`src/hdl/rv64_defines.svh`:
```
`ifndef RV64_DEFINES_SVH
`define RV64_DEFINES_SVH

// Datapath widths
`define RV64_XLEN        64
`define RV64_INST_W      32
`define RV64_REG_IDX_W   5

// Execute info bus, unit tag in the low bits
`define RV64_EXU_INFO_W  15
`define RV64_EXU_TAG_W   3

// First fetch address out of reset
`define RV64_RESET_PC    64'h8000_0000

// Unit tags
`define RV64_EXU_TAG_ALU 3'b000
`define RV64_EXU_TAG_BJP 3'b001

// ALU operation lines
`define RV64_EXU_INFO_ALU_ADD    3
`define RV64_EXU_INFO_ALU_SUB    4
`define RV64_EXU_INFO_ALU_SLL    5
`define RV64_EXU_INFO_ALU_SLT    6
`define RV64_EXU_INFO_ALU_SLTU   7
`define RV64_EXU_INFO_ALU_XOR    8
`define RV64_EXU_INFO_ALU_SRL    9
`define RV64_EXU_INFO_ALU_SRA    10
`define RV64_EXU_INFO_ALU_OR     11
`define RV64_EXU_INFO_ALU_AND    12
`define RV64_EXU_INFO_ALU_LUI    13
`define RV64_EXU_INFO_ALU_EBREAK 14

// Branch and jump operation lines
`define RV64_EXU_INFO_BJP_JAL    3
`define RV64_EXU_INFO_BJP_JALR   4
`define RV64_EXU_INFO_BJP_BEQ    5
`define RV64_EXU_INFO_BJP_BNE    6
`define RV64_EXU_INFO_BJP_BLT    7
`define RV64_EXU_INFO_BJP_BGE    8
`define RV64_EXU_INFO_BJP_BLTU   9
`define RV64_EXU_INFO_BJP_BGEU   10

`endif

```
`src/hdl/rv64_pkg.sv`:
```
`include "rv64_defines.svh"

package rv64_pkg;

  // Data word, instruction word and register index
  typedef logic [`RV64_XLEN-1:0]      xlen_t;
  typedef logic [`RV64_INST_W-1:0]    inst_t;
  typedef logic [`RV64_REG_IDX_W-1:0] reg_idx_t;

  // One-hot operation lines above the unit tag
  typedef logic [`RV64_EXU_INFO_W-1:0] exu_info_t;

  // Everything execute needs from decode
  typedef struct packed {
    logic      rd_wr_en;
    reg_idx_t  rd_idx;
    // ALU operands
    xlen_t     op1;
    xlen_t     op2;
    // Jump base and offset
    xlen_t     op1_jp;
    xlen_t     op2_jp;
    exu_info_t exu_info;
  } idu_to_exu_t;

  // Register write of the retiring instruction
  typedef struct packed {
    logic     en;
    reg_idx_t idx;
    xlen_t    data;
  } commit_t;

  // Fetch run/halt
  typedef enum logic {
    IFU_RUN  = 1'b0,
    IFU_HALT = 1'b1
  } ifu_state_t;

endpackage

```
`src/hdl/rv64_regfile.sv`:
```
`timescale 1ns/1ps
`include "rv64_defines.svh"

module rv64_regfile (
  input  logic               clk_i,
  input  logic               rst_n_i,
  input  rv64_pkg::reg_idx_t rs1_idx_i,
  input  rv64_pkg::reg_idx_t rs2_idx_i,
  input  logic               rs1_en_i,
  input  logic               rs2_en_i,
  output rv64_pkg::xlen_t    rs1_data_o,
  output rv64_pkg::xlen_t    rs2_data_o,
  input  rv64_pkg::commit_t  wb_i
);

  localparam int NUM_REGS = 1 << `RV64_REG_IDX_W;

  // x1..x31, x0 has no storage
  rv64_pkg::xlen_t regs_q [NUM_REGS-1:1];

  always_ff @(posedge clk_i or negedge rst_n_i) begin
    if (!rst_n_i) begin
      for (int i = 1; i < NUM_REGS; i++) begin
        regs_q[i] <= '0;
      end
    end else if (wb_i.en && (wb_i.idx != '0)) begin
      regs_q[wb_i.idx] <= wb_i.data;
    end
  end

  // Disabled port or x0 reads zero
  assign rs1_data_o = (rs1_en_i && (rs1_idx_i != '0)) ? regs_q[rs1_idx_i] : '0;
  assign rs2_data_o = (rs2_en_i && (rs2_idx_i != '0)) ? regs_q[rs2_idx_i] : '0;

  // Decode drops the write enable for rd = x0
  a_no_x0_write: assert property (@(posedge clk_i) disable iff (!rst_n_i)
    wb_i.en |-> (wb_i.idx != '0));

endmodule

```
`config.mk`:
```
export PLATFORM = sky130hd
export DESIGN_NAME = rv64_regfile
export DESIGN_NICKNAME = d
export VERILOG_FILES = /design/src/hdl/rv64_pkg.sv /design/src/hdl/rv64_regfile.sv
export VERILOG_INCLUDE_DIRS = /design/src /design/src/hdl
export SDC_FILE = /design/constraint.sdc
export NUM_CORES = 2
export LEC_CHECK = 0
export BUFFER_PORTS_ARGS = -buffer_cell sky130_fd_sc_hd__buf_2
export CAP_MARGIN = 20
export CORE_ASPECT_RATIO = 1.4
export CORE_MARGIN = 3
export CORE_UTILIZATION = 45
export DETAILED_ROUTE_END_ITERATION = 10
export PLACE_DENSITY_LB_ADDON = 0.3
export SLEW_MARGIN = 20
export SYNTH_ARGS = -nofsm -noshare
export SYNTH_HDL_FRONTEND = slang
export SYNTH_SLANG_ARGS = --single-unit
export TNS_END_PERCENT = 20
```
`constraint.sdc`:
```
create_clock -name clk_i -period 2.59 [get_ports clk_i]
set_input_delay 0.259 -clock clk_i [delete_from_list [all_inputs] [get_ports clk_i]]
set_output_delay 0.259 -clock clk_i [all_outputs]
set_load 0.01 [all_outputs]
```
# After elaboration in Yosys (flattened, before gate mapping)
# Cells that the tools add are included.
[classes]
addsub = 0
mul = 0
div_mod_pow = 0
magnitude_cmp = 4
eq_ne = 0
shift = 0
mux = 9
bitwise = 0
n_reduce_logical = 7
[ops]
columns = ["operator", "count"]
rows = [
  ["$bwmux 1984", 1],
  ["$bmux 64 s5", 2],
  ["$demux 64 s5", 1],
  ["$mux 64", 5],
  ["$lt 5x6->1 const B", 3],
  ["$reduce_bool 5->1", 3],
  ["$ge 5x1->1 const B", 1],
  ["$logic_and 1x1->1", 4],
]
[word_totals]
register_bits = 1984
latchBits = 0
mem_bits_rw = 0
rom_bits = 0
input_bits = 84
elab_cells = 51
n_memories = 0

# Longest topological paths before layout
[logic_depth]
depth_word = 5
ltp_mapped = 9

# Worst setup path before layout
# No wires, ideal clock.
[synth_path]
kind = "input to output"
startpoint = "input rs1_idx_i[1]"
endpoint = "output rs1_data_o[1]"
arrival_ns = 1.976
required_time_ns = 2.331
slack_ns = 0.355
path_stages = 9
n_path_buf = 5
cell_sequence = "buf_4 -> buf_8 -> buf_8 -> buf_6 -> buf_12 -> mux2i_1 -> a22oi_1 -> a21oi_1 -> a2111oi_0"
[synth_between]
elab_chain_len = 3
elab_cells_between_ends = 5
[synth_rtl]
columns = ["element", "line_no", "source"]
rows = [
  ["from (decl)", "rv64_regfile.sv:7", "input rv64_pkg::reg_idx_t rs1_idx_i,"],
  ["$bmux 64 s5 or $reduce_bool 5->1 (tied branches)", "rv64_regfile.sv:32", "assign rs1_data_o = (rs1_en_i && (rs1_idx_i != '0)) ? regs_q[rs1_idx_i] : '0;"],
  ["$mux 64 (implied by the code) or $logic_and 1x1->1 (tied branches)", "rv64_regfile.sv:32", ""],
  ["$mux 64 *", "rv64_regfile.sv:32", ""],
  ["to (decl)", "rv64_regfile.sv:11", "output rv64_pkg::xlen_t rs1_data_o,"],
]
# Mark *: on every way between the ends. The rest lies on a longest branch, timed or not. The select of a mux whose other input is x is not followed.

# Worst setup path after layout
[layout_path]
startpoint = "register regs_q[1962] in the netlist's numbering"
endpoint = "output rs1_data_o[42]"
[layout_between]
elab_chain_len = 3
[layout_rtl]
columns = ["element", "line_no", "source"]
rows = [
  ["from (decl)", "rv64_regfile.sv:19", "rv64_pkg::xlen_t regs_q [NUM_REGS-1:1];"],
  ["from (signal, indexed assignment)", "rv64_regfile.sv:27", "regs_q[wb_i.idx] <= wb_i.data;"],
  ["$bmux 64 s5", "rv64_regfile.sv:32", ""],
  ["$mux 64 (implied by the code)", "rv64_regfile.sv:32", ""],
  ["$mux 64", "rv64_regfile.sv:32", ""],
]
# Every way passes these cells. The select of a mux whose other input is x is not followed.

==> out/metrics.yaml <==
run_status:
  outcome: "finished, violations left"
  violations: "max-capacitance violations, max-slew violations, negative setup slack"
setup_path:
  end_kind: "output pin"
  worstSetupPathType: "register to output pin"
  worstPathMaxFanout: 2
  r2r_cells: 2
  start_kind: "register"
  worstPathRequired_ns: 2.33
  cp.arrival_ns: 2.70
clocking:
  cts-root-buf: "clkbuf_16"
  clockBufferDepth: 4
  cts_buffers: 201
  clkTransAtPathRegs_ns: 0.06
  tritoncts: "done"
  cts_sinks: 1984
  clkLatencyLatePin_ns: 0.88
  htree_levels: 4
synthesis:
  synthCells: 7412
  ys_warn_count: 0
  syn_area_per_cell_um2: 14.4
  ys_ff_latch: 1984
  yosysTopAreaCell: "dfrtp_1"
  netlist_area_um2: 107000
  syn_nets: 7496
  synth.area.top_cells: "dfrtp_1, mux2_2, mux4_2, mux2i_1, clkbuf_1"
  synth_cell_types: 47
  ys_seq_area_share_pct: 46.5
  post-synth-top-area-fraction_pct: 46.5
cells_and_area:
  drive_gt1_share_pct: 55.2
  fin_cells: 10900
  largest_registers: "regs_q: 1984 flops"
  area_growth_pct: 17.4
  largest_reg_flops: 1984
  top_register: "regs_q"
  final_nets: 7765
global_route:
  grt_start_max_net_pins: 142
  grt_pass1_vias: 77800
  overflow: 0
  grt_antenna_before_repair: 20
  grt_use_total_pct: 30.9
  grt_pass1_wl_um: 552000
drt:
  drt_first_pass_iters: 6
  via_count: 74000
  ant_nets: 0
  wirelength_um: 381000
  drt_iter0_markers: 6771
  via_per_inst: 6.78
  drc: 0
  wl_per_cell_um: 34.9
sta:
  clock_skew_ns: 0
  tns_ns: -26.04
  slew_headroom_pct: -1.39
  finalCritPeriodShare_pct: 114
  post-route-min-period_ns: 2.96
  rsz0062_at_grt: "yes"
  worst_slack_ns: -0.373
  max_freq_mhz: 337
  slew_viol_final: 37
  setup_viol: 128
  finalHoldViolCount: 0
  worst_pin_slew_ns: 1.52
place:
  dp.cells: 10500
  port_buffers: 211
  place_congestion: 0.864
  hpwl_um: 238000
  place_ws_ns: -0.509
hold_path:
  hold_depth: 2
  worstHoldPathType: "input port to register"
floorplan:
  num_rows: 210
  pin_count: 212
  die_w_um: 418
  coreArea_um2: 235000
  fp.dieArea_um2: 243000
  initial_utilization_pct: 45.4
  fp.dieH_um: 582
power:
  ir_worst_vdd_v: 0.000560
  power.density_nw_per_um2: 739
  power_leakage_nw: 54.4
job:
  maxCapViolCount: 1
layer usage:
metal	GRT usage, %	part of all wire [%]
met2	50.5	48
met1	37.5	37
met4	19.3	7.0
met3	6.17	7.7
met5	0	0.022
critical path, cell delays in order, from the launching register on:
cell,delay [ns]
dfrtp_1,0.42
mux4_2,0.50
mux2_4,0.29
a221oi_4,0.31
a2111oi_4,0.10
buf_2,0.20
cell type report:
class / instances / area (um^2)
tap: 3074 / 3850
clock buffer: 286 / 5820
multi-input combinational: 4599 / 55600
fill: 19200 / 110000
antenna: 10 / 25.0
sequential: 1984 / 49600
inverter: 9 / 33.8
timing repair buffer: 886 / 9530
clock inverter: 66 / 846
cells in the mapped netlist, drive strengths merged:
| master | count |
|---|---|
| or3 | 2 |
| a211oi | 57 |
| a32oi | 63 |
| nor2 | 75 |
| nand4b | 1 |
| mux4 | 662 |
| and3 | 2 |
| or3b | 1 |
| nor3 | 67 |
| a22oi | 119 |
| nor3b | 1 |
| or4 | 1 |
| a221oi | 58 |
| mux2i | 525 |
| nand2b | 36 |
| a21oi | 122 |
| inv | 9 |
| clkbuf | 450 |
| nand3 | 4 |
| dfrtp | 1984 |
| o21ai | 58 |
| nor4 | 1 |
| a2111oi | 64 |
| buf | 370 |
| and2 | 4 |
| mux2 | 2241 |
| o221ai | 57 |
| a221o | 71 |
| or2 | 1 |
| nand2 | 146 |
| nor2b | 17 |
| a31oi | 64 |
| o22ai | 78 |
| nand4 | 1 |
repair_timing:
item                                    in CTS  in global routing
hold buffers                                49                  0
endpoints found under the hold margin     1989                  0
setup buffers                               22                  6
endpoints found under the setup margin     128                128
pin swaps                                   36                 35
resized for setup                          206                116
final timing paths:
check,startpoint,endpoint,slack (ns)
max in group asynchronous,rst_n_i,regs_q[1643],0.98
worst max register to register,regs_q[1962],regs_q[1962],1.65
worst min-delay path,wb_i[21],regs_q[725],0.04
min in group asynchronous,rst_n_i,regs_q[895],0.25
worst max-delay path,regs_q[1962],rs1_data_o[42],-0.37
worst min register to register,regs_q[1865],regs_q[1865],0.53
layout by cell type, fill, tap and decap left out, types with 105 or more instances in the layout:
master,netlist,final
clkbuf_16,0,203
buf_12,1,246
mux2i_1,525,525
buf_2,252,181
dfrtp_1,1984,1984
mux4_2,661,661
a21oi_1,122,121
buf_4,67,381
nand2_1,145,121
a22oi_1,119,105
mux2_2,2241,2207
cell families (layout without fill, tap and decap cells):
group,count (synthesis),count (layout),share of synthesized area [%]
multiplexers,3428,3428,42.5
AO/OA/AOI/OAI,811,811,5.79
AND/OR/NAND/NOR,360,360,1.54
buffers and inverters,829,1247,3.61
other,0,10,0
flip-flops,1984,1984,46.5
where the power goes:
| group | switching (mW) | total (mW) | internal [mW] |
|---|---|---|---|
| clock | 12.8 | 30.2 | 17.5 |
| combinational | 8.49 | 20.4 | 11.9 |
| sequential | 4.92 | 42.0 | 37.1 |
metrics by stage:
step / power, mW / area [um^2] / hold slack, ns / util [%]
2_1_floorplan: 54.7 / 107000 / -0.0366 / -
3_3_place_gp: 60.5 / 116000 / 0.233 / 49.4
3_5_place_dp: 61.5 / 116000 / 0.234 / 49.4
4_1_cts: 92.3 / 125000 / 0.000348 / 53.0
5_1_grt: 96.1 / 125000 / 0.0539 / 53.3
6_report: 92.7 / 125000 / 0.0430 / 53.3
(Power assumes the default switching activity.)
