File: config.mk
export PLATFORM = sky130hd
export DESIGN_NAME = rv64_idu
export DESIGN_NICKNAME = d
export VERILOG_FILES = /design/src/hdl/rv64_pkg.sv /design/src/hdl/rv64_idu.sv
export VERILOG_INCLUDE_DIRS = /design/src /design/src/hdl
export SDC_FILE = /design/constraint.sdc
export NUM_CORES = 1
export LEC_CHECK = 0
export BUFFER_PORTS_ARGS = -buffer_cell sky130_fd_sc_hd__buf_2
export CAP_MARGIN = 10
export CORE_AREA = 3 3 200 202
export DETAILED_ROUTE_END_ITERATION = 8
export DIE_AREA = 0 0 203 205
export PLACE_DENSITY = 0.4
export SLEW_MARGIN = 25
export SYNTH_ARGS = -nofsm -noshare
export SYNTH_HDL_FRONTEND = slang
export SYNTH_SLANG_ARGS = --single-unit
File: constraint.sdc
create_clock -name vclk -period 4.3
set_input_delay 0.86 -clock vclk [all_inputs]
set_output_delay 0.86 -clock vclk [all_outputs]
set_load 0.1 [all_outputs]
File: src/hdl/rv64_defines.svh
`ifndef RV64_DEFINES_SVH
`define RV64_DEFINES_SVH

// Datapath widths
`define RV64_XLEN        64
`define RV64_INST_W      32
`define RV64_REG_IDX_W   5

// Execute info bus, unit tag in the low bits
`define RV64_EXU_INFO_W  15
`define RV64_EXU_TAG_W   3

// First fetch address out of reset
`define RV64_RESET_PC    64'h8000_0000

// Unit tags
`define RV64_EXU_TAG_ALU 3'b000
`define RV64_EXU_TAG_BJP 3'b001

// ALU operation lines
`define RV64_EXU_INFO_ALU_ADD    3
`define RV64_EXU_INFO_ALU_SUB    4
`define RV64_EXU_INFO_ALU_SLL    5
`define RV64_EXU_INFO_ALU_SLT    6
`define RV64_EXU_INFO_ALU_SLTU   7
`define RV64_EXU_INFO_ALU_XOR    8
`define RV64_EXU_INFO_ALU_SRL    9
`define RV64_EXU_INFO_ALU_SRA    10
`define RV64_EXU_INFO_ALU_OR     11
`define RV64_EXU_INFO_ALU_AND    12
`define RV64_EXU_INFO_ALU_LUI    13
`define RV64_EXU_INFO_ALU_EBREAK 14

// Branch and jump operation lines
`define RV64_EXU_INFO_BJP_JAL    3
`define RV64_EXU_INFO_BJP_JALR   4
`define RV64_EXU_INFO_BJP_BEQ    5
`define RV64_EXU_INFO_BJP_BNE    6
`define RV64_EXU_INFO_BJP_BLT    7
`define RV64_EXU_INFO_BJP_BGE    8
`define RV64_EXU_INFO_BJP_BLTU   9
`define RV64_EXU_INFO_BJP_BGEU   10

`endif

File: src/hdl/rv64_pkg.sv
`include "rv64_defines.svh"

package rv64_pkg;

  // Data word, instruction word and register index
  typedef logic [`RV64_XLEN-1:0]      xlen_t;
  typedef logic [`RV64_INST_W-1:0]    inst_t;
  typedef logic [`RV64_REG_IDX_W-1:0] reg_idx_t;

  // One-hot operation lines above the unit tag
  typedef logic [`RV64_EXU_INFO_W-1:0] exu_info_t;

  // Everything execute needs from decode
  typedef struct packed {
    logic      rd_wr_en;
    reg_idx_t  rd_idx;
    // ALU operands
    xlen_t     op1;
    xlen_t     op2;
    // Jump base and offset
    xlen_t     op1_jp;
    xlen_t     op2_jp;
    exu_info_t exu_info;
  } idu_to_exu_t;

  // Register write of the retiring instruction
  typedef struct packed {
    logic     en;
    reg_idx_t idx;
    xlen_t    data;
  } commit_t;

  // Fetch run/halt
  typedef enum logic {
    IFU_RUN  = 1'b0,
    IFU_HALT = 1'b1
  } ifu_state_t;

endpackage

File: src/hdl/rv64_idu.sv
`timescale 1ns/1ps
`include "rv64_defines.svh"

module rv64_idu (
  input  rv64_pkg::inst_t       inst_i,
  input  rv64_pkg::xlen_t       pc_i,
  input  rv64_pkg::xlen_t       rs1_data_i,
  input  rv64_pkg::xlen_t       rs2_data_i,
  output rv64_pkg::reg_idx_t    rs1_idx_o,
  output rv64_pkg::reg_idx_t    rs2_idx_o,
  output logic                  rs1_read_en_o,
  output logic                  rs2_read_en_o,
  output rv64_pkg::idu_to_exu_t dec_o,
  output logic                  ebreak_o,
  output logic                  invalid_o
);

  logic [6:0]         opcode;
  logic [2:0]         funct3;
  logic [6:0]         funct7;
  logic [5:0]         funct6;
  rv64_pkg::reg_idx_t rd;
  rv64_pkg::reg_idx_t rs1;

  assign opcode = inst_i[6:0];
  assign rd     = inst_i[11:7];
  assign funct3 = inst_i[14:12];
  assign rs1    = inst_i[19:15];
  assign funct7 = inst_i[31:25];
  // RV64 shifts carry a 6-bit shamt, so only the top six bits select
  assign funct6 = inst_i[31:26];

  assign rs1_idx_o = rs1;
  assign rs2_idx_o = inst_i[24:20];

  // Opcode classes, loads and stores fall through as invalid
  logic op_r, op_i, op_b, op_jal, op_jalr, op_lui, op_auipc, op_sys;
  assign op_r     = (opcode == 7'b0110011);
  assign op_i     = (opcode == 7'b0010011);
  assign op_b     = (opcode == 7'b1100011);
  assign op_jal   = (opcode == 7'b1101111);
  assign op_jalr  = (opcode == 7'b1100111);
  assign op_lui   = (opcode == 7'b0110111);
  assign op_auipc = (opcode == 7'b0010111);
  assign op_sys   = (opcode == 7'b1110011);

  // Immediates
  rv64_pkg::xlen_t imm_i, imm_b, imm_u, imm_j, imm;
  assign imm_i = {{52{inst_i[31]}}, inst_i[31:20]};
  assign imm_b = {{52{inst_i[31]}}, inst_i[7], inst_i[30:25], inst_i[11:8], 1'b0};
  // U already sits in bits 31..12
  assign imm_u = {{32{inst_i[31]}}, inst_i[31:12], 12'b0};
  assign imm_j = {{44{inst_i[31]}}, inst_i[19:12], inst_i[20], inst_i[30:21], 1'b0};

  // Funct field matches
  logic f7_00, f7_20, f6_00, f6_10;
  assign f7_00 = (funct7 == 7'b000_0000);
  assign f7_20 = (funct7 == 7'b010_0000);
  assign f6_00 = (funct6 == 6'b00_0000);
  assign f6_10 = (funct6 == 6'b01_0000);

  // R-type lines
  logic i_add, i_sub, i_sll, i_slt, i_sltu, i_xor, i_srl, i_sra, i_or, i_and;
  assign i_add  = op_r & (funct3 == 3'd0) & f7_00;
  assign i_sub  = op_r & (funct3 == 3'd0) & f7_20;
  assign i_sll  = op_r & (funct3 == 3'd1) & f7_00;
  assign i_slt  = op_r & (funct3 == 3'd2) & f7_00;
  assign i_sltu = op_r & (funct3 == 3'd3) & f7_00;
  assign i_xor  = op_r & (funct3 == 3'd4) & f7_00;
  assign i_srl  = op_r & (funct3 == 3'd5) & f7_00;
  assign i_sra  = op_r & (funct3 == 3'd5) & f7_20;
  assign i_or   = op_r & (funct3 == 3'd6) & f7_00;
  assign i_and  = op_r & (funct3 == 3'd7) & f7_00;

  // I-type lines
  logic i_addi, i_slli, i_slti, i_sltiu, i_xori, i_srli, i_srai, i_ori, i_andi;
  assign i_addi  = op_i & (funct3 == 3'd0);
  assign i_slli  = op_i & (funct3 == 3'd1) & f6_00;
  assign i_slti  = op_i & (funct3 == 3'd2);
  assign i_sltiu = op_i & (funct3 == 3'd3);
  assign i_xori  = op_i & (funct3 == 3'd4);
  assign i_srli  = op_i & (funct3 == 3'd5) & f6_00;
  assign i_srai  = op_i & (funct3 == 3'd5) & f6_10;
  assign i_ori   = op_i & (funct3 == 3'd6);
  assign i_andi  = op_i & (funct3 == 3'd7);

  // Branches, jumps, upper immediates, ebreak
  logic i_beq, i_bne, i_blt, i_bge, i_bltu, i_bgeu;
  logic i_jal, i_jalr, i_lui, i_auipc, i_ebreak;
  assign i_beq    = op_b & (funct3 == 3'd0);
  assign i_bne    = op_b & (funct3 == 3'd1);
  assign i_blt    = op_b & (funct3 == 3'd4);
  assign i_bge    = op_b & (funct3 == 3'd5);
  assign i_bltu   = op_b & (funct3 == 3'd6);
  assign i_bgeu   = op_b & (funct3 == 3'd7);
  assign i_jal    = op_jal;
  assign i_jalr   = op_jalr & (funct3 == 3'd0);
  assign i_lui    = op_lui;
  assign i_auipc  = op_auipc;
  assign i_ebreak = op_sys & (funct3 == 3'd0) & (rd == '0) & (rs1 == '0)
                  & (inst_i[31:20] == 12'h001);

  // Unit grouping
  logic alu_calc, alu_op, bjp_op, branch;
  assign alu_calc = i_add | i_sub | i_sll | i_slt | i_sltu | i_xor | i_srl | i_sra
                  | i_or | i_and | i_addi | i_slli | i_slti | i_sltiu | i_xori
                  | i_srli | i_srai | i_ori | i_andi | i_lui | i_auipc;
  assign alu_op   = alu_calc | i_ebreak;
  assign branch   = i_beq | i_bne | i_blt | i_bge | i_bltu | i_bgeu;
  assign bjp_op   = branch | i_jal | i_jalr;

  assign ebreak_o  = i_ebreak;
  // Anything not matched above, funct mismatches included
  assign invalid_o = ~(alu_op | bjp_op);

  assign imm = ({`RV64_XLEN{op_i | i_jalr}} & imm_i)
             | ({`RV64_XLEN{op_b}} & imm_b)
             | ({`RV64_XLEN{i_jal}} & imm_j)
             | ({`RV64_XLEN{i_lui | i_auipc}} & imm_u);

  // Register read needs
  assign rs1_read_en_o = op_r | op_i | op_b | i_jalr;
  assign rs2_read_en_o = op_r | op_b;

  // Operand sources, lui leaves op1 at zero
  logic op1_rs1, op1_pc, op2_rs2, op2_imm, op2_four, jp_pc;
  assign op1_rs1  = op_r | op_i | op_b;
  assign op1_pc   = i_auipc | i_jal | i_jalr;
  assign op2_rs2  = op_r | op_b;
  assign op2_imm  = op_i | i_auipc | i_lui;
  // Link value is pc + 4
  assign op2_four = i_jal | i_jalr;
  assign jp_pc    = op_b | i_jal;

  // Operation lines per unit
  rv64_pkg::exu_info_t alu_info, bjp_info;
  always_comb begin
    alu_info = '0;
    alu_info[`RV64_EXU_TAG_W-1:0]         = `RV64_EXU_TAG_ALU;
    alu_info[`RV64_EXU_INFO_ALU_ADD]    = i_add | i_addi | i_auipc;
    alu_info[`RV64_EXU_INFO_ALU_SUB]    = i_sub;
    alu_info[`RV64_EXU_INFO_ALU_SLL]    = i_sll | i_slli;
    alu_info[`RV64_EXU_INFO_ALU_SLT]    = i_slt | i_slti;
    alu_info[`RV64_EXU_INFO_ALU_SLTU]   = i_sltu | i_sltiu;
    alu_info[`RV64_EXU_INFO_ALU_XOR]    = i_xor | i_xori;
    alu_info[`RV64_EXU_INFO_ALU_SRL]    = i_srl | i_srli;
    alu_info[`RV64_EXU_INFO_ALU_SRA]    = i_sra | i_srai;
    alu_info[`RV64_EXU_INFO_ALU_OR]     = i_or | i_ori;
    alu_info[`RV64_EXU_INFO_ALU_AND]    = i_and | i_andi;
    alu_info[`RV64_EXU_INFO_ALU_LUI]    = i_lui;
    alu_info[`RV64_EXU_INFO_ALU_EBREAK] = i_ebreak;
  end

  always_comb begin
    bjp_info = '0;
    bjp_info[`RV64_EXU_TAG_W-1:0]     = `RV64_EXU_TAG_BJP;
    bjp_info[`RV64_EXU_INFO_BJP_JAL]  = i_jal;
    bjp_info[`RV64_EXU_INFO_BJP_JALR] = i_jalr;
    bjp_info[`RV64_EXU_INFO_BJP_BEQ]  = i_beq;
    bjp_info[`RV64_EXU_INFO_BJP_BNE]  = i_bne;
    bjp_info[`RV64_EXU_INFO_BJP_BLT]  = i_blt;
    bjp_info[`RV64_EXU_INFO_BJP_BGE]  = i_bge;
    bjp_info[`RV64_EXU_INFO_BJP_BLTU] = i_bltu;
    bjp_info[`RV64_EXU_INFO_BJP_BGEU] = i_bgeu;
  end

  // No write for x0, branches, ebreak or invalid
  assign dec_o.rd_wr_en = (alu_calc | i_jal | i_jalr) & (rd != '0);
  assign dec_o.rd_idx   = rd;
  assign dec_o.op1      = ({`RV64_XLEN{op1_rs1}} & rs1_data_i)
                        | ({`RV64_XLEN{op1_pc}} & pc_i);
  assign dec_o.op2      = ({`RV64_XLEN{op2_rs2}} & rs2_data_i)
                        | ({`RV64_XLEN{op2_imm}} & imm)
                        | ({`RV64_XLEN{op2_four}} & rv64_pkg::xlen_t'(4));
  assign dec_o.op1_jp   = ({`RV64_XLEN{i_jalr}} & rs1_data_i)
                        | ({`RV64_XLEN{jp_pc}} & pc_i);
  assign dec_o.op2_jp   = {`RV64_XLEN{bjp_op}} & imm;
  assign dec_o.exu_info = ({`RV64_EXU_INFO_W{alu_op}} & alu_info)
                        | ({`RV64_EXU_INFO_W{bjp_op}} & bjp_info);

endmodule

* After elaboration in Yosys (flattened, before gate mapping)
Cells that the tools add are included.
** Storage, ports and cells
- Bits in registers :: 0
- Word-level logic and storage cells :: 140
- Output and inout port bits :: 291
** Cells by class
- Equality and inequality tests :: 18
- Reductions and logical operators :: 6
- Bitwise operators :: 116
** Operator list (number)
- bitwise AND 64 bit :: 11
- OR 64 bit :: 6
- OR 64 x 3 -> 64 bit :: 1
- OR 1 bit :: 53
- bitwise AND 1 bit :: 41
- equality test 7 bit (second input constant) :: 4
- equality test 7 x 6 -> 1 bit (second input constant) :: 3
- bitwise AND 15 x 11 -> 15 bit :: 1
- bitwise AND 15 bit :: 1
- OR 15 bit :: 1
- equality test 7 x 5 -> 1 bit (second input constant) :: 2
- equality test 12 x 1 -> 1 bit (second input constant) :: 1
- equality test 3 bit (second input constant) :: 4
- logical NOT 5 bit :: 2
- logical NOT 7 bit :: 1
- equality test 3 x 2 -> 1 bit (second input constant) :: 2
- equality test 6 x 5 -> 1 bit (second input constant) :: 1
- logical NOT 6 bit :: 1
- nonzero test 5 bit :: 1
- equality test 3 x 1 -> 1 bit (second input constant) :: 1
- logical NOT 3 bit :: 1
- inverter 1 bit :: 1

* Longest topological paths before layout
- Depth in word-level cells :: 26
- Depth in mapped cells :: 10
- Gate-level depth less buffers :: 6

* Worst setup path after synthesis
No wires, ideal clock.
- Kind :: input port to output port
- Start :: input port inst_i[31]
- End :: output port dec_o[5] (netlist name)
- Stages on the path :: 5
- Slack :: -0.649 ns
- Path buffers :: 1
- Arrival :: 4.089 ns
- Path through :: buf_6 or4_4 nor2_1 nand4_1 a211oi_1
** RTL lines
- from (decl) :: line rv64_idu.sv:5 : input rv64_pkg::inst_t inst_i,
- to (decl) :: line rv64_idu.sv:13 : output rv64_pkg::idu_to_exu_t dec_o,

==> flow_metrics.tcl <==
set metrics [dict create \
    status "finished clean" \
    drive_above_1_share 0.631 \
    overflow 0 \
    post-route-util 0.235 \
    final_max_slew_viol_count 0 \
    start_util 0.0860 \
    cts_setup_buffers 0 \
    routed_wl_um 27800 \
    synth.area.top_cells "a22o_1 (36%), buf_4 (14%), a21o_1 (7.5%), and2_1 (3.6%), a221o_1 (3.3%)" \
    clockBufferCount 0 \
    seq_cells 0 \
    end_kind "output port" \
    drc 0 \
    wl_per_cell_um 19.8 \
    chipHeight_um 205 \
    fin_crit_sh 0.917 \
    grt_antenna_before_repair 6 \
    ys_seq_area_frac 0 \
    area_growth_pct 174 \
    gp_congestion 0.739 \
    cts_resized 0 \
    grt_pass1_wl_um 37600 \
    synth_cell_types 52 \
    fp-row-count 72 \
    synth_warnings 0 \
    setup_violations 0 \
    hold_viol_final 0 \
    grt_start_max_net_pins 64 \
    crit_arrival_ns 3.09 \
    worstMarginPinSlew_ns 0.856 \
    fp.coreArea_um2 38500 \
    design_area_um2 9050 \
    synth_top_cells_by_count "a22o_1 (135), buf_4 (61), a21o_1 (33)" \
    synth_area_um2 3310 \
    yosys.area.top_type "a22o_1" \
    drtIter0Drc 406 \
    final.fill_count 4233 \
    hold_ws_ns 2.11 \
    vias 5459 \
    timing.slew.headroom 0.427 \
    detail-route-antenna-nets 0 \
    yosysMostFrequentCell "a22o_1" \
    syn_avg_cell_area_um2 7.30 \
    grt_setup_unrepaired "false" \
    cp-start-kind "input pin" \
    finalNetCount 1109 \
    dr.pass1.iters 4 \
    grt.total_usage 0.119 \
    ir_drop_mv 0.0367 \
    maxCapViolCount 0 \
    p_leak_nw 4.28 \
    finalCriticalPeriod_ns 3.95 \
    port_buffers 513 \
    seqCellArea_um2 0 \
    critPathMaxFanout 18 \
    io_pins 515 \
    grt_pass1_vias 5490 \
    hpwl_um 23900 \
    cp_data_required_time_ns 3.44 \
    min-delay-path-class "input pin to output port" \
    placed_area_um2 9040 \
    path_class "input pin to output port" \
    die-area_um2 41600 \
    via_per_inst 3.89 \
    cts.hold.buffers_added 0 \
    power_density_nw_per_um2 63.8 \
    yosysTopAreaCellShare 0.357 \
    synthCells 453 \
    die_w_um 203 \
    setup_tns_ns 0 \
    fmax_mhz 253 \
]
through the flow:
stage	setup slack (ns)	instances	total power [mW]
4_1_cts	0.265	1401	0.580
5_1_grt	0.209	1403	0.601
2_1_floorplan	0.122	454	0.328
3_5_place_dp	0.272	1401	0.579
6_report	0.355	1405	0.577
3_3_place_gp	0.332	1401	0.577
power breakdown:
part | switching, mW | total, mW | internal [mW] | leakage [nW]
clock | 0 | 0.0000000941 | 0.0000000941 | 0.0000254
sequential | 0 | 0 | 0 | 0
combinational | 0.393 | 0.577 | 0.184 | 4.28
layer usage:
metal,vias to the layer above,part of all wire,global-route usage
met5,-,0.00083,0
met4,4,0.0089,0.00990
met3,16,0.071,0.0234
met2,295,0.52,0.223
met1,2568,0.40,0.146
li1,2576,-,-
critical path, stage by stage:
cell,delay (ns)
buf_2,0.22
nand3b_4,0.20
or3_1,0.47
o21ai_4,0.28
o31a_1,0.59
a221o_1,0.26
buf_12,0.19
cells by family after synthesis:
group	count (synthesis)	synth area share
buffers and inverters	108	0.220
other	1	0.00113
AOI/OAI and AO/OA	231	0.567
xor gates and xnor gates	1	0.00265
and+or+nand+nor	112	0.208
area by class of cell:
type                            count  area [um^2]  share of cell area
Antenna cell                        4         10.0             0.00111
Multi-Input combinational cell    346         2640               0.291
Timing Repair Buffer              531         5730               0.634
Inverter                            6         22.5             0.00249
Tap cell                          518          648              0.0716
cells in the final DEF, fill, tap and decap left out, types with 5 or more instances in the layout:
cell type,count
a21o_1,33
a21oi_1,12
a221o_1,11
a22o_1,135
a22oi_1,5
and2_1,18
buf_12,203
buf_2,317
buf_4,11
inv_1,5
nand2_1,23
nand3_1,5
nor2_1,27
o21a_1,6
o21ai_1,11
or2_1,5
worst paths after layout:
check | cells past startpoint | to | start | slack, ns
max | 7 | dec_o[172] | inst_i[5] | 0.35
min | 3 | dec_o[189] | rs2_data_i[46] | 2.11
Note: power is estimated with default switching activity, not from simulation.
