<file path="src/hdl/rv64_defines.svh">
`ifndef RV64_DEFINES_SVH
`define RV64_DEFINES_SVH

// Datapath widths
`define RV64_XLEN        64
`define RV64_INST_W      32
`define RV64_REG_IDX_W   5

// Execute info bus, unit tag in the low bits
`define RV64_EXU_INFO_W  15
`define RV64_EXU_TAG_W   3

// First fetch address out of reset
`define RV64_RESET_PC    64'h8000_0000

// Unit tags
`define RV64_EXU_TAG_ALU 3'b000
`define RV64_EXU_TAG_BJP 3'b001

// ALU operation lines
`define RV64_EXU_INFO_ALU_ADD    3
`define RV64_EXU_INFO_ALU_SUB    4
`define RV64_EXU_INFO_ALU_SLL    5
`define RV64_EXU_INFO_ALU_SLT    6
`define RV64_EXU_INFO_ALU_SLTU   7
`define RV64_EXU_INFO_ALU_XOR    8
`define RV64_EXU_INFO_ALU_SRL    9
`define RV64_EXU_INFO_ALU_SRA    10
`define RV64_EXU_INFO_ALU_OR     11
`define RV64_EXU_INFO_ALU_AND    12
`define RV64_EXU_INFO_ALU_LUI    13
`define RV64_EXU_INFO_ALU_EBREAK 14

// Branch and jump operation lines
`define RV64_EXU_INFO_BJP_JAL    3
`define RV64_EXU_INFO_BJP_JALR   4
`define RV64_EXU_INFO_BJP_BEQ    5
`define RV64_EXU_INFO_BJP_BNE    6
`define RV64_EXU_INFO_BJP_BLT    7
`define RV64_EXU_INFO_BJP_BGE    8
`define RV64_EXU_INFO_BJP_BLTU   9
`define RV64_EXU_INFO_BJP_BGEU   10

`endif

</file>
<file path="src/hdl/rv64_pkg.sv">
`include "rv64_defines.svh"

package rv64_pkg;

  // Data word, instruction word and register index
  typedef logic [`RV64_XLEN-1:0]      xlen_t;
  typedef logic [`RV64_INST_W-1:0]    inst_t;
  typedef logic [`RV64_REG_IDX_W-1:0] reg_idx_t;

  // One-hot operation lines above the unit tag
  typedef logic [`RV64_EXU_INFO_W-1:0] exu_info_t;

  // Everything execute needs from decode
  typedef struct packed {
    logic      rd_wr_en;
    reg_idx_t  rd_idx;
    // ALU operands
    xlen_t     op1;
    xlen_t     op2;
    // Jump base and offset
    xlen_t     op1_jp;
    xlen_t     op2_jp;
    exu_info_t exu_info;
  } idu_to_exu_t;

  // Register write of the retiring instruction
  typedef struct packed {
    logic     en;
    reg_idx_t idx;
    xlen_t    data;
  } commit_t;

  // Fetch run/halt
  typedef enum logic {
    IFU_RUN  = 1'b0,
    IFU_HALT = 1'b1
  } ifu_state_t;

endpackage

</file>
<file path="src/hdl/rv64_ifu.sv">
`timescale 1ns/1ps
`include "rv64_defines.svh"

module rv64_ifu (
  input  logic            clk_i,
  input  logic            rst_n_i,
  input  logic            redirect_i,
  input  rv64_pkg::xlen_t redirect_pc_i,
  input  logic            stop_i,
  output rv64_pkg::xlen_t pc_o,
  output logic            halted_o
);

  rv64_pkg::xlen_t      pc_q;
  rv64_pkg::xlen_t      pc_d;
  rv64_pkg::ifu_state_t state_q;
  rv64_pkg::ifu_state_t state_d;

  // Next pc and next state
  always_comb begin
    pc_d    = pc_q;
    state_d = state_q;
    case (state_q)
      rv64_pkg::IFU_RUN: begin
        // Stop freezes the pc on the ebreak or bad instruction
        if (stop_i) begin
          state_d = rv64_pkg::IFU_HALT;
        end else if (redirect_i) begin
          pc_d = redirect_pc_i;
        end else begin
          pc_d = pc_q + rv64_pkg::xlen_t'(4);
        end
      end
      default: begin
        // Halted until reset
        state_d = rv64_pkg::IFU_HALT;
      end
    endcase
  end

  always_ff @(posedge clk_i or negedge rst_n_i) begin
    if (!rst_n_i) begin
      pc_q    <= `RV64_RESET_PC;
      state_q <= rv64_pkg::IFU_RUN;
    end else begin
      pc_q    <= pc_d;
      state_q <= state_d;
    end
  end

  assign pc_o     = pc_q;
  assign halted_o = (state_q == rv64_pkg::IFU_HALT);

  // Branch and jump targets from execute keep fetch word aligned
  a_pc_aligned: assert property (@(posedge clk_i) disable iff (!rst_n_i)
    pc_q[1:0] == 2'b00);

endmodule

</file>
<file path="config.mk">
export PLATFORM = sky130hd
export DESIGN_NAME = rv64_ifu
export DESIGN_NICKNAME = d
export VERILOG_FILES = /design/src/hdl/rv64_pkg.sv /design/src/hdl/rv64_ifu.sv
export VERILOG_INCLUDE_DIRS = /design/src /design/src/hdl
export SDC_FILE = /design/constraint.sdc
export NUM_CORES = 1
export LEC_CHECK = 0
export BUFFER_PORTS_ARGS = -buffer_cell sky130_fd_sc_hd__buf_2
export CORE_ASPECT_RATIO = 0.75
export CORE_UTILIZATION = 45
export CTS_CLUSTER_SIZE = 8
export DETAILED_ROUTE_END_ITERATION = 10
export GPL_ROUTABILITY_DRIVEN = 0
export GPL_TIMING_DRIVEN = 1
export HOLD_SLACK_MARGIN = 0.06
export PLACE_DENSITY_LB_ADDON = 0.05
export SETUP_SLACK_MARGIN = 0.02
export SYNTH_ARGS = -nofsm -noshare
export SYNTH_HDL_FRONTEND = slang
export SYNTH_SLANG_ARGS = --single-unit
</file>
<file path="constraint.sdc">
create_clock -name clk_i -period 3.2 [get_ports clk_i]
set_input_delay 0.96 -clock clk_i [delete_from_list [all_inputs] [get_ports clk_i]]
set_output_delay 0.96 -clock clk_i [all_outputs]
set_load 0.05 [all_outputs]
</file>
## Yosys cells after proc, flatten, opt, wreduce, memory -nomap -nowiden

Index checks and enable logic that the tools add are counted.
Widths: inputs -> output; s select.

| storage, ports and cells | value |
|---|---|
| register bits after elaboration | 65 |
| output and inout port bits | 65 |
| logic and storage cells | 9 |

| operators by class | value |
|---|---|
| add/sub/neg operators | 1 |
| multiplexer cells | 3 |
| bitwise logic cells | 2 |
| reduce and logical (&&, ||, !) cells | 1 |

Operator list:

| operator | number |
|---|---|
| $add 64x3->64 const B | 1 |
| $mux 64 | 1 |
| $mux 1 | 2 |
| $not 1->1 | 2 |
| $reduce_and 2->1 | 1 |

## Longest topological paths before layout

Gate-level depths: netlist of run 1.

| logic depth | value |
|---|---|
| depth after elaboration | 2 |
| gate-level depth with buffers | 9 |
| depth with buffers taken out | 7 |

## Least setup slack after synthesis of run 1

No wires, ideal clock.

| timing path | value |
|---|---|
| path type | flip-flop to flip-flop |
| from | register pc_q[2] (netlist: pc_o[2]) |
| to | register pc_q[60] (netlist: pc_o[60]) |
| library setup time | 125 ps |
| data arrival time | 2508 ps |
| data required time | 3075 ps |
| slack | 567 ps |
| stages on the path, launching flop included | 8 |
| path buffers | 0 |
| cell sequence | dfrtp_1 -> ha_1 -> nand4_4 -> nor4_4 -> and4_2 -> nand3_1 -> nor3_1 -> mux2_2 |

| between the ends | value |
|---|---|
| longest elaborated chain between the ends | 2 |

Ends and longest elaborated chain:

| what | RTL line | RTL |
|---|---|---|
| start: declaration | rv64_ifu.sv:14 | `rv64_pkg::xlen_t pc_q;` |
| start signal: assignment | rv64_ifu.sv:43 | `` pc_q <= `RV64_RESET_PC; `` |
| start signal: assignment | rv64_ifu.sv:46 | `pc_q <= pc_d;` |
| $add 64x3->64 | rv64_ifu.sv:31 | `pc_d = pc_q + rv64_pkg::xlen_t'(4);` |
| $mux 64 | rv64_ifu.sv:28 | `end else if (redirect_i) begin` |

Every way passes these cells.
A chain may end at the register's enable or synchronous reset.

## Worst setup path after layout of run 1

Same ends and word-level chain as after synthesis.

==> metrics.md, run 1 <==
| Metric | Value |
|---|---|
| Status | completed |
| CP max-delay cell | nor4_4 |
| ANT nets after route | 0 |
| Worst path cell trace | ha_1, nand4_4, nor4_4, and4_2, nand3_1, nor3_1, mux2_2 |
| Setup bufs post-CTS | 0 |
| Ranking of synthesized cells by area | dfrtp_1 38%, o21ai_0 6.2%, nand3_1 5.9% |
| Cell count after synthesis | 540 |
| Sequential area share after synthesis | 0.385 |
| Flop2flop setup slack | roughly 600 ps |
| Worst setup startpoint | pc_o[2]$_DFFE_PN0P_ |
| Crit path buffers/inverters | 0 |
| Relative slew slack | 0.580 |
| Slew at the pin closest to its max-slew limit | 628 ps |
| Layout area overhead | 25.4% |
| Worst-path clk slew | about 60 ps |
| Unrepaired setup endpoints after global routing | false |
| Total of max-cap violations | 0 |
| Routed wire length | 13.9 mm |
| Root Buffer | clkbuf_16 |
| Hold buffers post-CTS | 0 |
| Routed wire length on met2 | 5.91 mm |
| CTS resizes | 0 |
| Startpoint Class | flop |
| Hold Fails Final Rpt | 0 |
| Row count | 30 |
| Main flop type after synthesis | dfrtp_1 |
| DR iter-0 viols | about 400 |
| Top Family by Delay on Critical Path | simple AND/OR/NAND/NOR gates |
| DIE HEIGHT | roughly 86 µm |
| Worst setup margin | ~600 ps |
| Yosys top cell area share | 0.379 |
| IO Pins | between 100 and 150 |
| GRT overflow | 0 |
| GR Util All Layers | 0.296 |
| First-pass DRT Iterations | 5 |
| Largest net degree at the start of global routing | around 110 |
| Hold depth | 2 |
| Synth warn | 0 |
| Worst slack, placed | ~650 ps |
| Peak Freq | 385 MHz |
| Synthesized flop and latch total | between 60 and 70 |
| Max Clock Skew | between 9 and 10 ps |
| Crit-path max cell delay | ~480 ps |
| Die Span X | about 110 µm |
| Hold Crit Endpoint | pc_o[1]$_DFFE_PN0P_ |
| Wire per inst | between 15 and 20 µm |
| Initial antenna violation count | 0 |
| P_leak | around 2.3 nW |
| Syn_nets | between 600 and 700 |
| Slew Limit Fails | 0 |
| Crit end category | flop |
| Crit path kind | reg2reg |
| Unique cell type count in the Yosys netlist | between 50 and 60 |
| Max FO, Critical Path | 9 |
| Layout cells sized above 1 | 0.259 |
| Setup TNS | 0 ps |
| Nets | about 730 |
| Critical path depth | 7 |
| Number of vias per cell | ~6.1 |
| Mapped Area | 4230 µm² |
| Worst-skew pair later-pin latency | 340 ps |
| Met3 WL | around 1.2 mm |
| Ys async rst share | 1.00 |
| # diodes | 0 |
| Vias in the first global route | 4377 |
| Initial Util | 0.466 |
| Clk sink count | 65 |
| I/O Buffers | about 130 |
| CTS tree | yes |
| DRC violations left | 0 |
| Die Area | about 9800 µm² |
| Num CTS Buffers | 9 |
| VDD IR-drop max | roughly 0.00034 V |
| Max Used Layer | met4 |
| Global-route wire length before repair | approximately 23 mm |
| RR Startpoint | pc_o[2]$_DFFE_PN0P_ |
| Min Tclk post-route | roughly 2600 ps |
| Reg2reg end | pc_o[60]$_DFFE_PN0P_ |
| Final Cycle Share | 0.812 |
| Final HPWL DP | approximately 9.7 mm |
| Worst EP required | 3420 ps |
| Placeable Area | approximately 9000 µm² |
| Reg2reg path depth | 7 |
| P per Cell Area | around 450 nW/µm² |
| Number of flops mapped to enable cells by yosys | 0 |
| Depth of the CTS H-tree | 3 |
| Via count | ~4800 |
| Leading area contributor after synthesis | dfrtp_1 |
| Syn avg cell area | a little under 8 µm² |
| CTS max path bufs | 2 |
| Metal-1 WL | about 6.7 mm |
| Critical hold path startpoint | pc_o[1]$_DFFE_PN0P_ |
| Crit path arrival time | 2820 ps |
| Hold Crit Class | reg2reg |
| Setup-failing EPs final | 0 |
report_power, final:
| part | internal [mW] | switching [mW] |
|---|---|---|
| sequential | 0.874 | 0.0820 |
| combinational | 0.127 | 0.320 |
| clock | 0.623 | 0.371 |
area by class of cell:
cell class | instances | area [µm²]
Clock inverter | 3 | 40.0
Inverter | 13 | 48.8
Fill cell | 905 | 3780
Sequential cell | 65 | 1630
Clock buffer | 13 | 250
Timing Repair Buffer | 145 | 771
Tap cell | 128 | 160
Multi-Input combinational cell | 424 | 2400
worst register-to-register path, cell delays in order, from the launching register on:
cell     delay, ps
dfrtp_1        420
ha_1           290
nand4_4        160
nor4_4         480
and4_2         380
nand3_1        110
nor3_1         270
mux2_2         380
flip-flops by register name, indices dropped and copies added, names as in the netlist:
name      flops
pc_o         64
halted_o      1
layout by cell type (no fill, tap or decap), drive strengths merged, types with 8 or more instances in the layout:
cell type  instances
o21ai             52
nand2             48
nor3              31
nand4             21
or3                9
nand3             50
a31oi              8
nor4              11
and3              22
nor2              47
o22ai              8
a21oi             45
buf              145
clkbuf            13
dfrtp             64
and4               9
a311oi             8
inv               12
cells by family (layout without fill, tap and decap cells):
family          after synthesis  after routing  synth area share
buf+inv                      51            174            0.0482
fa+ha+maj                     1              1           0.00296
compound gates              157            157             0.225
mux                           5              5            0.0130
simple gates                261            261             0.325
flops                        65             65             0.385
synth_stat cells, drive strengths merged (8+ instances only):
cell    number
dfrtp       64
o21ai       52
nand3       50
nand2       48
nor2        47
a21oi       45
nor3        31
clkbuf      30
and3        22
nand4       21
inv         12
nor4        11
and4         9
or3          9
a311oi       8
a31oi        8
buf          8
o22ai        8
metrics by stage:
step | instances | util | hold WS [ps] | total power, mW | instance area (µm²)
global route | 791 | 0.584 | 534 | 2.48 | 5300
CTS | 791 | 0.584 | 478 | 2.40 | 5300
detailed placement | 775 | 0.552 | 457 | 1.41 | 5010
finish | 791 | 0.584 | 475 | 2.40 | 5300
floorplan | 540 | - | 664 | 1.25 | 4230
global placement | 775 | 0.552 | 455 | 1.41 | 5010
how the worst max path moves through the flow:
stage	endpoint	slack [ps]
after detailed placement	pc_o[60]$_DFFE_PN0P_	650
after CTS	pc_o[60]$_DFFE_PN0P_	630
after floorplan	pc_o[60]$_DFFE_PN0P_	570
final	pc_o[60]$_DFFE_PN0P_	600
after global routing	pc_o[53]$_DFFE_PN0P_	440
after global placement	pc_o[61]$_DFFE_PN0P_	740
per-layer routing:
layer / global-route usage / vias to the layer above
li1: - / 2264
met1: 0.452 / 2291
met2: 0.418 / 239
met3: 0.0650 / 11
met4: 0.0779 / 0
met5: 0 / -
Note: power is estimated with default switching activity, not from simulation.
==> run 2, diff against run 1 <==
- ABC_AREA: unset -> 1
- clock period: 3.2 -> 2.7 ns (I/O delays scaled with it)
==> run 2 against run 1 <==
Net effect:
- the run now ends with design-rule violations left
- combinational power grew 130%
- register-to-register slack improved by 60 ps
- design area is 18% higher
- synthesized cell count grew 61%
- wire length rose by 25%
- clock-buffer cell count shrank 2
- synthesized area is 21% higher
- non-clock buffer count shrank 1
- final cell count increased by 44%
- clock power grew 15%
- sequential share of layout area decreased by 4.6 points
==> metrics.md, run 2 <==
| Metric | Value |
|---|---|
| GRT overflow | 0 (unchanged) |
| Max Used Layer | met4 |
| DIE HEIGHT | 94.2 µm (+9.6%) |
| Final std cells w/o fill | 1142 (+44%) |
| Row count | 33 (+10%) |
| Syn avg cell area | 5.89 µm² (-25%) |
| Pint | 2.08 mW (+28%) |
| Syn_nets | 936 (+54%) |
| Status | finished, violations left |
| Peak Freq | 491 MHz (+28%) |
| Max reg flops | 64 (unchanged) |
| Setup-failing EPs final | 0 (unchanged) |
| Clk sink count | 65 (unchanged) |
| Hold buffers post-CTS | 0 (unchanged) |
| Initial antenna violation count | 0 (unchanged) |
| Most numerous cell in the Yosys netlist | nand2_1 |
| Number of vias per cell | 5.24 (-14%) |
| Largest net degree at the start of global routing | 66 (-38%) |
| Hold Fails Final Rpt | 0 (unchanged) |
| Total of max-cap violations | 0 (unchanged) |
| IO Pins | 133 (unchanged) |
| Crit end category | flop |
| Clk pwr share | 0.326 (-0.089) |
| Relative slew slack | 0.621 (+0.0408) |
| Final HPWL DP | 13.4 mm (+38%) |
| CTS max path bufs | 2 (unchanged) |
| CTS resizes | 0 (unchanged) |
| Routed wire length | 17.4 mm (+25%) |
| Hold Crit Class | reg2reg |
| Routed wire length on met2 | 6.83 mm (+16%) |
| Unique cell type count in the Yosys netlist | 31 (-40%) |
| Worst setup margin | 663 ps (+61.3 ps) |
| # diodes | 0 (unchanged) |
| Cell count after placement | 1127 (+45%) |
| Vias in the first global route | 5158 (+18%) |
| Worst-skew pair later-pin latency | 340 ps (about the same) |
| Layout cells sized above 1 | 0.188 (-0.0718) |
| Combinational power share | 0.298 (+0.111) |
| Switching Power | 1.44 mW (+86%) |
| Placeable Area | 11000 µm² (+21%) |
| Worst EP required | 2930 ps (-490 ps) |
| Switch share | 0.409 (+0.0870) |
| ANT nets after route | 0 (unchanged) |
| Number of flops mapped to enable cells by yosys | 0 (unchanged) |
| Worst-path clk slew | 50 ps (about the same) |
| Violated checks | design-rule violations |
| P per Cell Area | 564 nW/µm² (+25%) |
| Unrepaired setup endpoints after global routing | false |
| Yosys top cell area share | 0.314 (-0.0649) |
| Ys async rst share | 1.00 (unchanged) |
| Synth warn | 0 (unchanged) |
| Mapped Area | 5100 µm² (+21%) |
| Root Buffer | clkbuf_16 |
| Met3 WL | 1.66 mm (+40%) |
| Slew at the pin closest to its max-slew limit | 569 ps (-58.9 ps) |
| Setup TNS | 0 ps (unchanged) |
| Synthesized flop and latch total | 65 (unchanged) |
| Initial Util | 0.465 (-0.000880) |
| Setup bufs post-CTS | 0 (unchanged) |
| DR iter-0 viols | 617 (+53%) |
| Min Tclk post-route | 2040 ps (-561 ps) |
| Register share of total power | 0.376 (-0.023) |
| Metal-1 WL | 8.78 mm (+31%) |
| Sequential area share after synthesis | 0.319 (-0.0660) |
| Die Span X | 125 µm (+9.7%) |
| Ranking of synthesized cells by area | dfrtp_1 31%, nand2_1 25%, nor2_1 9.1% |
| Worst slack, placed | 631 ps (-18.6 ps) |
| Slew Limit Fails | 0 (unchanged) |
| Max FO, Critical Path | 7 (-2) |
| Max Clock Skew | 4.52 ps (-4.88 ps) |
| Final Cycle Share | 0.754 (-0.0576) |
| GR Util All Layers | 0.310 (+0.0131) |
| Most frequent cells in the layout | 334 x nand2_1, 132 x buf_2, 124 x nor2_1 |
| Nets | 1067 (+47%) |
| Startpoint Class | flop |
| Most common cell after layout, fill and taps aside | nand2_1 |
| Wire per inst | 15.3 µm (-13%) |
| Multi-input gate area | 3020 µm² (+26%) |
| Via count | 5982 (+24%) |
| Layout filler cell count | 1184 (+31%) |
| Leading area contributor after synthesis | dfrtp_1 |
| VDD IR-drop max | 0.000279 V (-17%) |
| Synth cell count leaders | 334 x nand2_1, 124 x nor2_1, 95 x inv_1, 82 x nand3_1, 64 x dfrtp_1 |
| Global-route wire length before repair | 28.0 mm (+23%) |
| Die Area | 11800 µm² (+20%) |
| Num CTS Buffers | 9 (unchanged) |
| CTS tree | yes |
| Depth of the CTS H-tree | 3 (unchanged) |
| Crit path arrival time | 2270 ps (-550 ps) |
| Crit path kind | reg2reg |
| Total power | 3.51 mW (+47%) |
| Cell count after synthesis | 867 (+61%) |
| I/O Buffers | 132 (unchanged) |
| Storage cell area | 1630 µm² (unchanged) |
| P_leak | 3.28 nW (+41%) |
| Main flop type after synthesis | dfrtp_1 |
| Layout area overhead | 22.1% |
| Final core utilization | 0.567 (-0.0163) |
| DRC violations left | 15 (+15) |
| First-pass DRT Iterations | 8 (+3) |
run 2: cells by family (layout without fill, tap and decap cells):
family | after synthesis | count (layout) | share of synthesized area
AOI/OAI and AO/OA | 93 | 93 | 0.0971
DFF | 65 | 65 | 0.319
adders and majority gates | 1 | 1 | 0.00245
buffers and inverters | 122 | 257 | 0.0902
and+or+nand+nor | 583 | 583 | 0.486
xor gates and xnor gates | 3 | 3 | 0.00515
run 2: critical path, stage by stage, from the launching register on:
cell and delay, ps:
dfrtp_1 470, ha_1 230, nand2_2 100, nor2_8 190, nand3_1 150, nor2_1 320, nand3_1 130, nand2_1 80
nand3_1 110, nand2_1 100, nand2_1 50
run 2: path summary, 6_finish.rpt:
kind | from | end | slack [ps] | cells after the start
max in group asynchronous | rst_n_i | pc_o[31]$_DFFE_PN1P_ | 1890 | 2
max | pc_o[2]$_DFFE_PN0P_ | pc_o[54]$_DFFE_PN0P_ | 660 | 10
max reg2reg | pc_o[2]$_DFFE_PN0P_ | pc_o[54]$_DFFE_PN0P_ | 660 | 10
min | pc_o[1]$_DFFE_PN0P_ | pc_o[1]$_DFFE_PN0P_ | 470 | 2
min reg2reg | pc_o[1]$_DFFE_PN0P_ | pc_o[1]$_DFFE_PN0P_ | 470 | 2
min in group asynchronous | rst_n_i | pc_o[11]$_DFFE_PN0P_ | 490 | 2
run 2: layer usage:
layer,vias to the layer above,GRT usage
met5,-,0
met4,0,0.0650
met3,14,0.0587
met2,276,0.432
met1,2693,0.483
li1,2999,-
run 2: power by group through the flow:
stage	Sequential, mW	Clock, mW	Combinational (mW)
final	1.32	1.14	1.05
after global routing	1.34	1.21	1.14
after CTS	1.31	1.16	1.05
after detailed placement	1.33	0	1.05
after global placement	1.33	0	1.04
after floorplan	1.73	0	0.315
run 2: final cells by class:
class | count | share of cell area
clock inverter | 4 | 0.00723
sequential | 65 | 0.261
clock buffer | 11 | 0.0373
multi-input combinational | 680 | 0.485
tap | 140 | 0.0281
timing repair buffer | 144 | 0.122
inverter | 98 | 0.0590
run 2: metrics by stage:
stage               hold WS (ps)  cell area [µm²]
floorplan                    514             5100
global placement             461             5950
detailed placement           454             5950
CTS                          468             6230
global route                 501             6230
finish                       467             6230
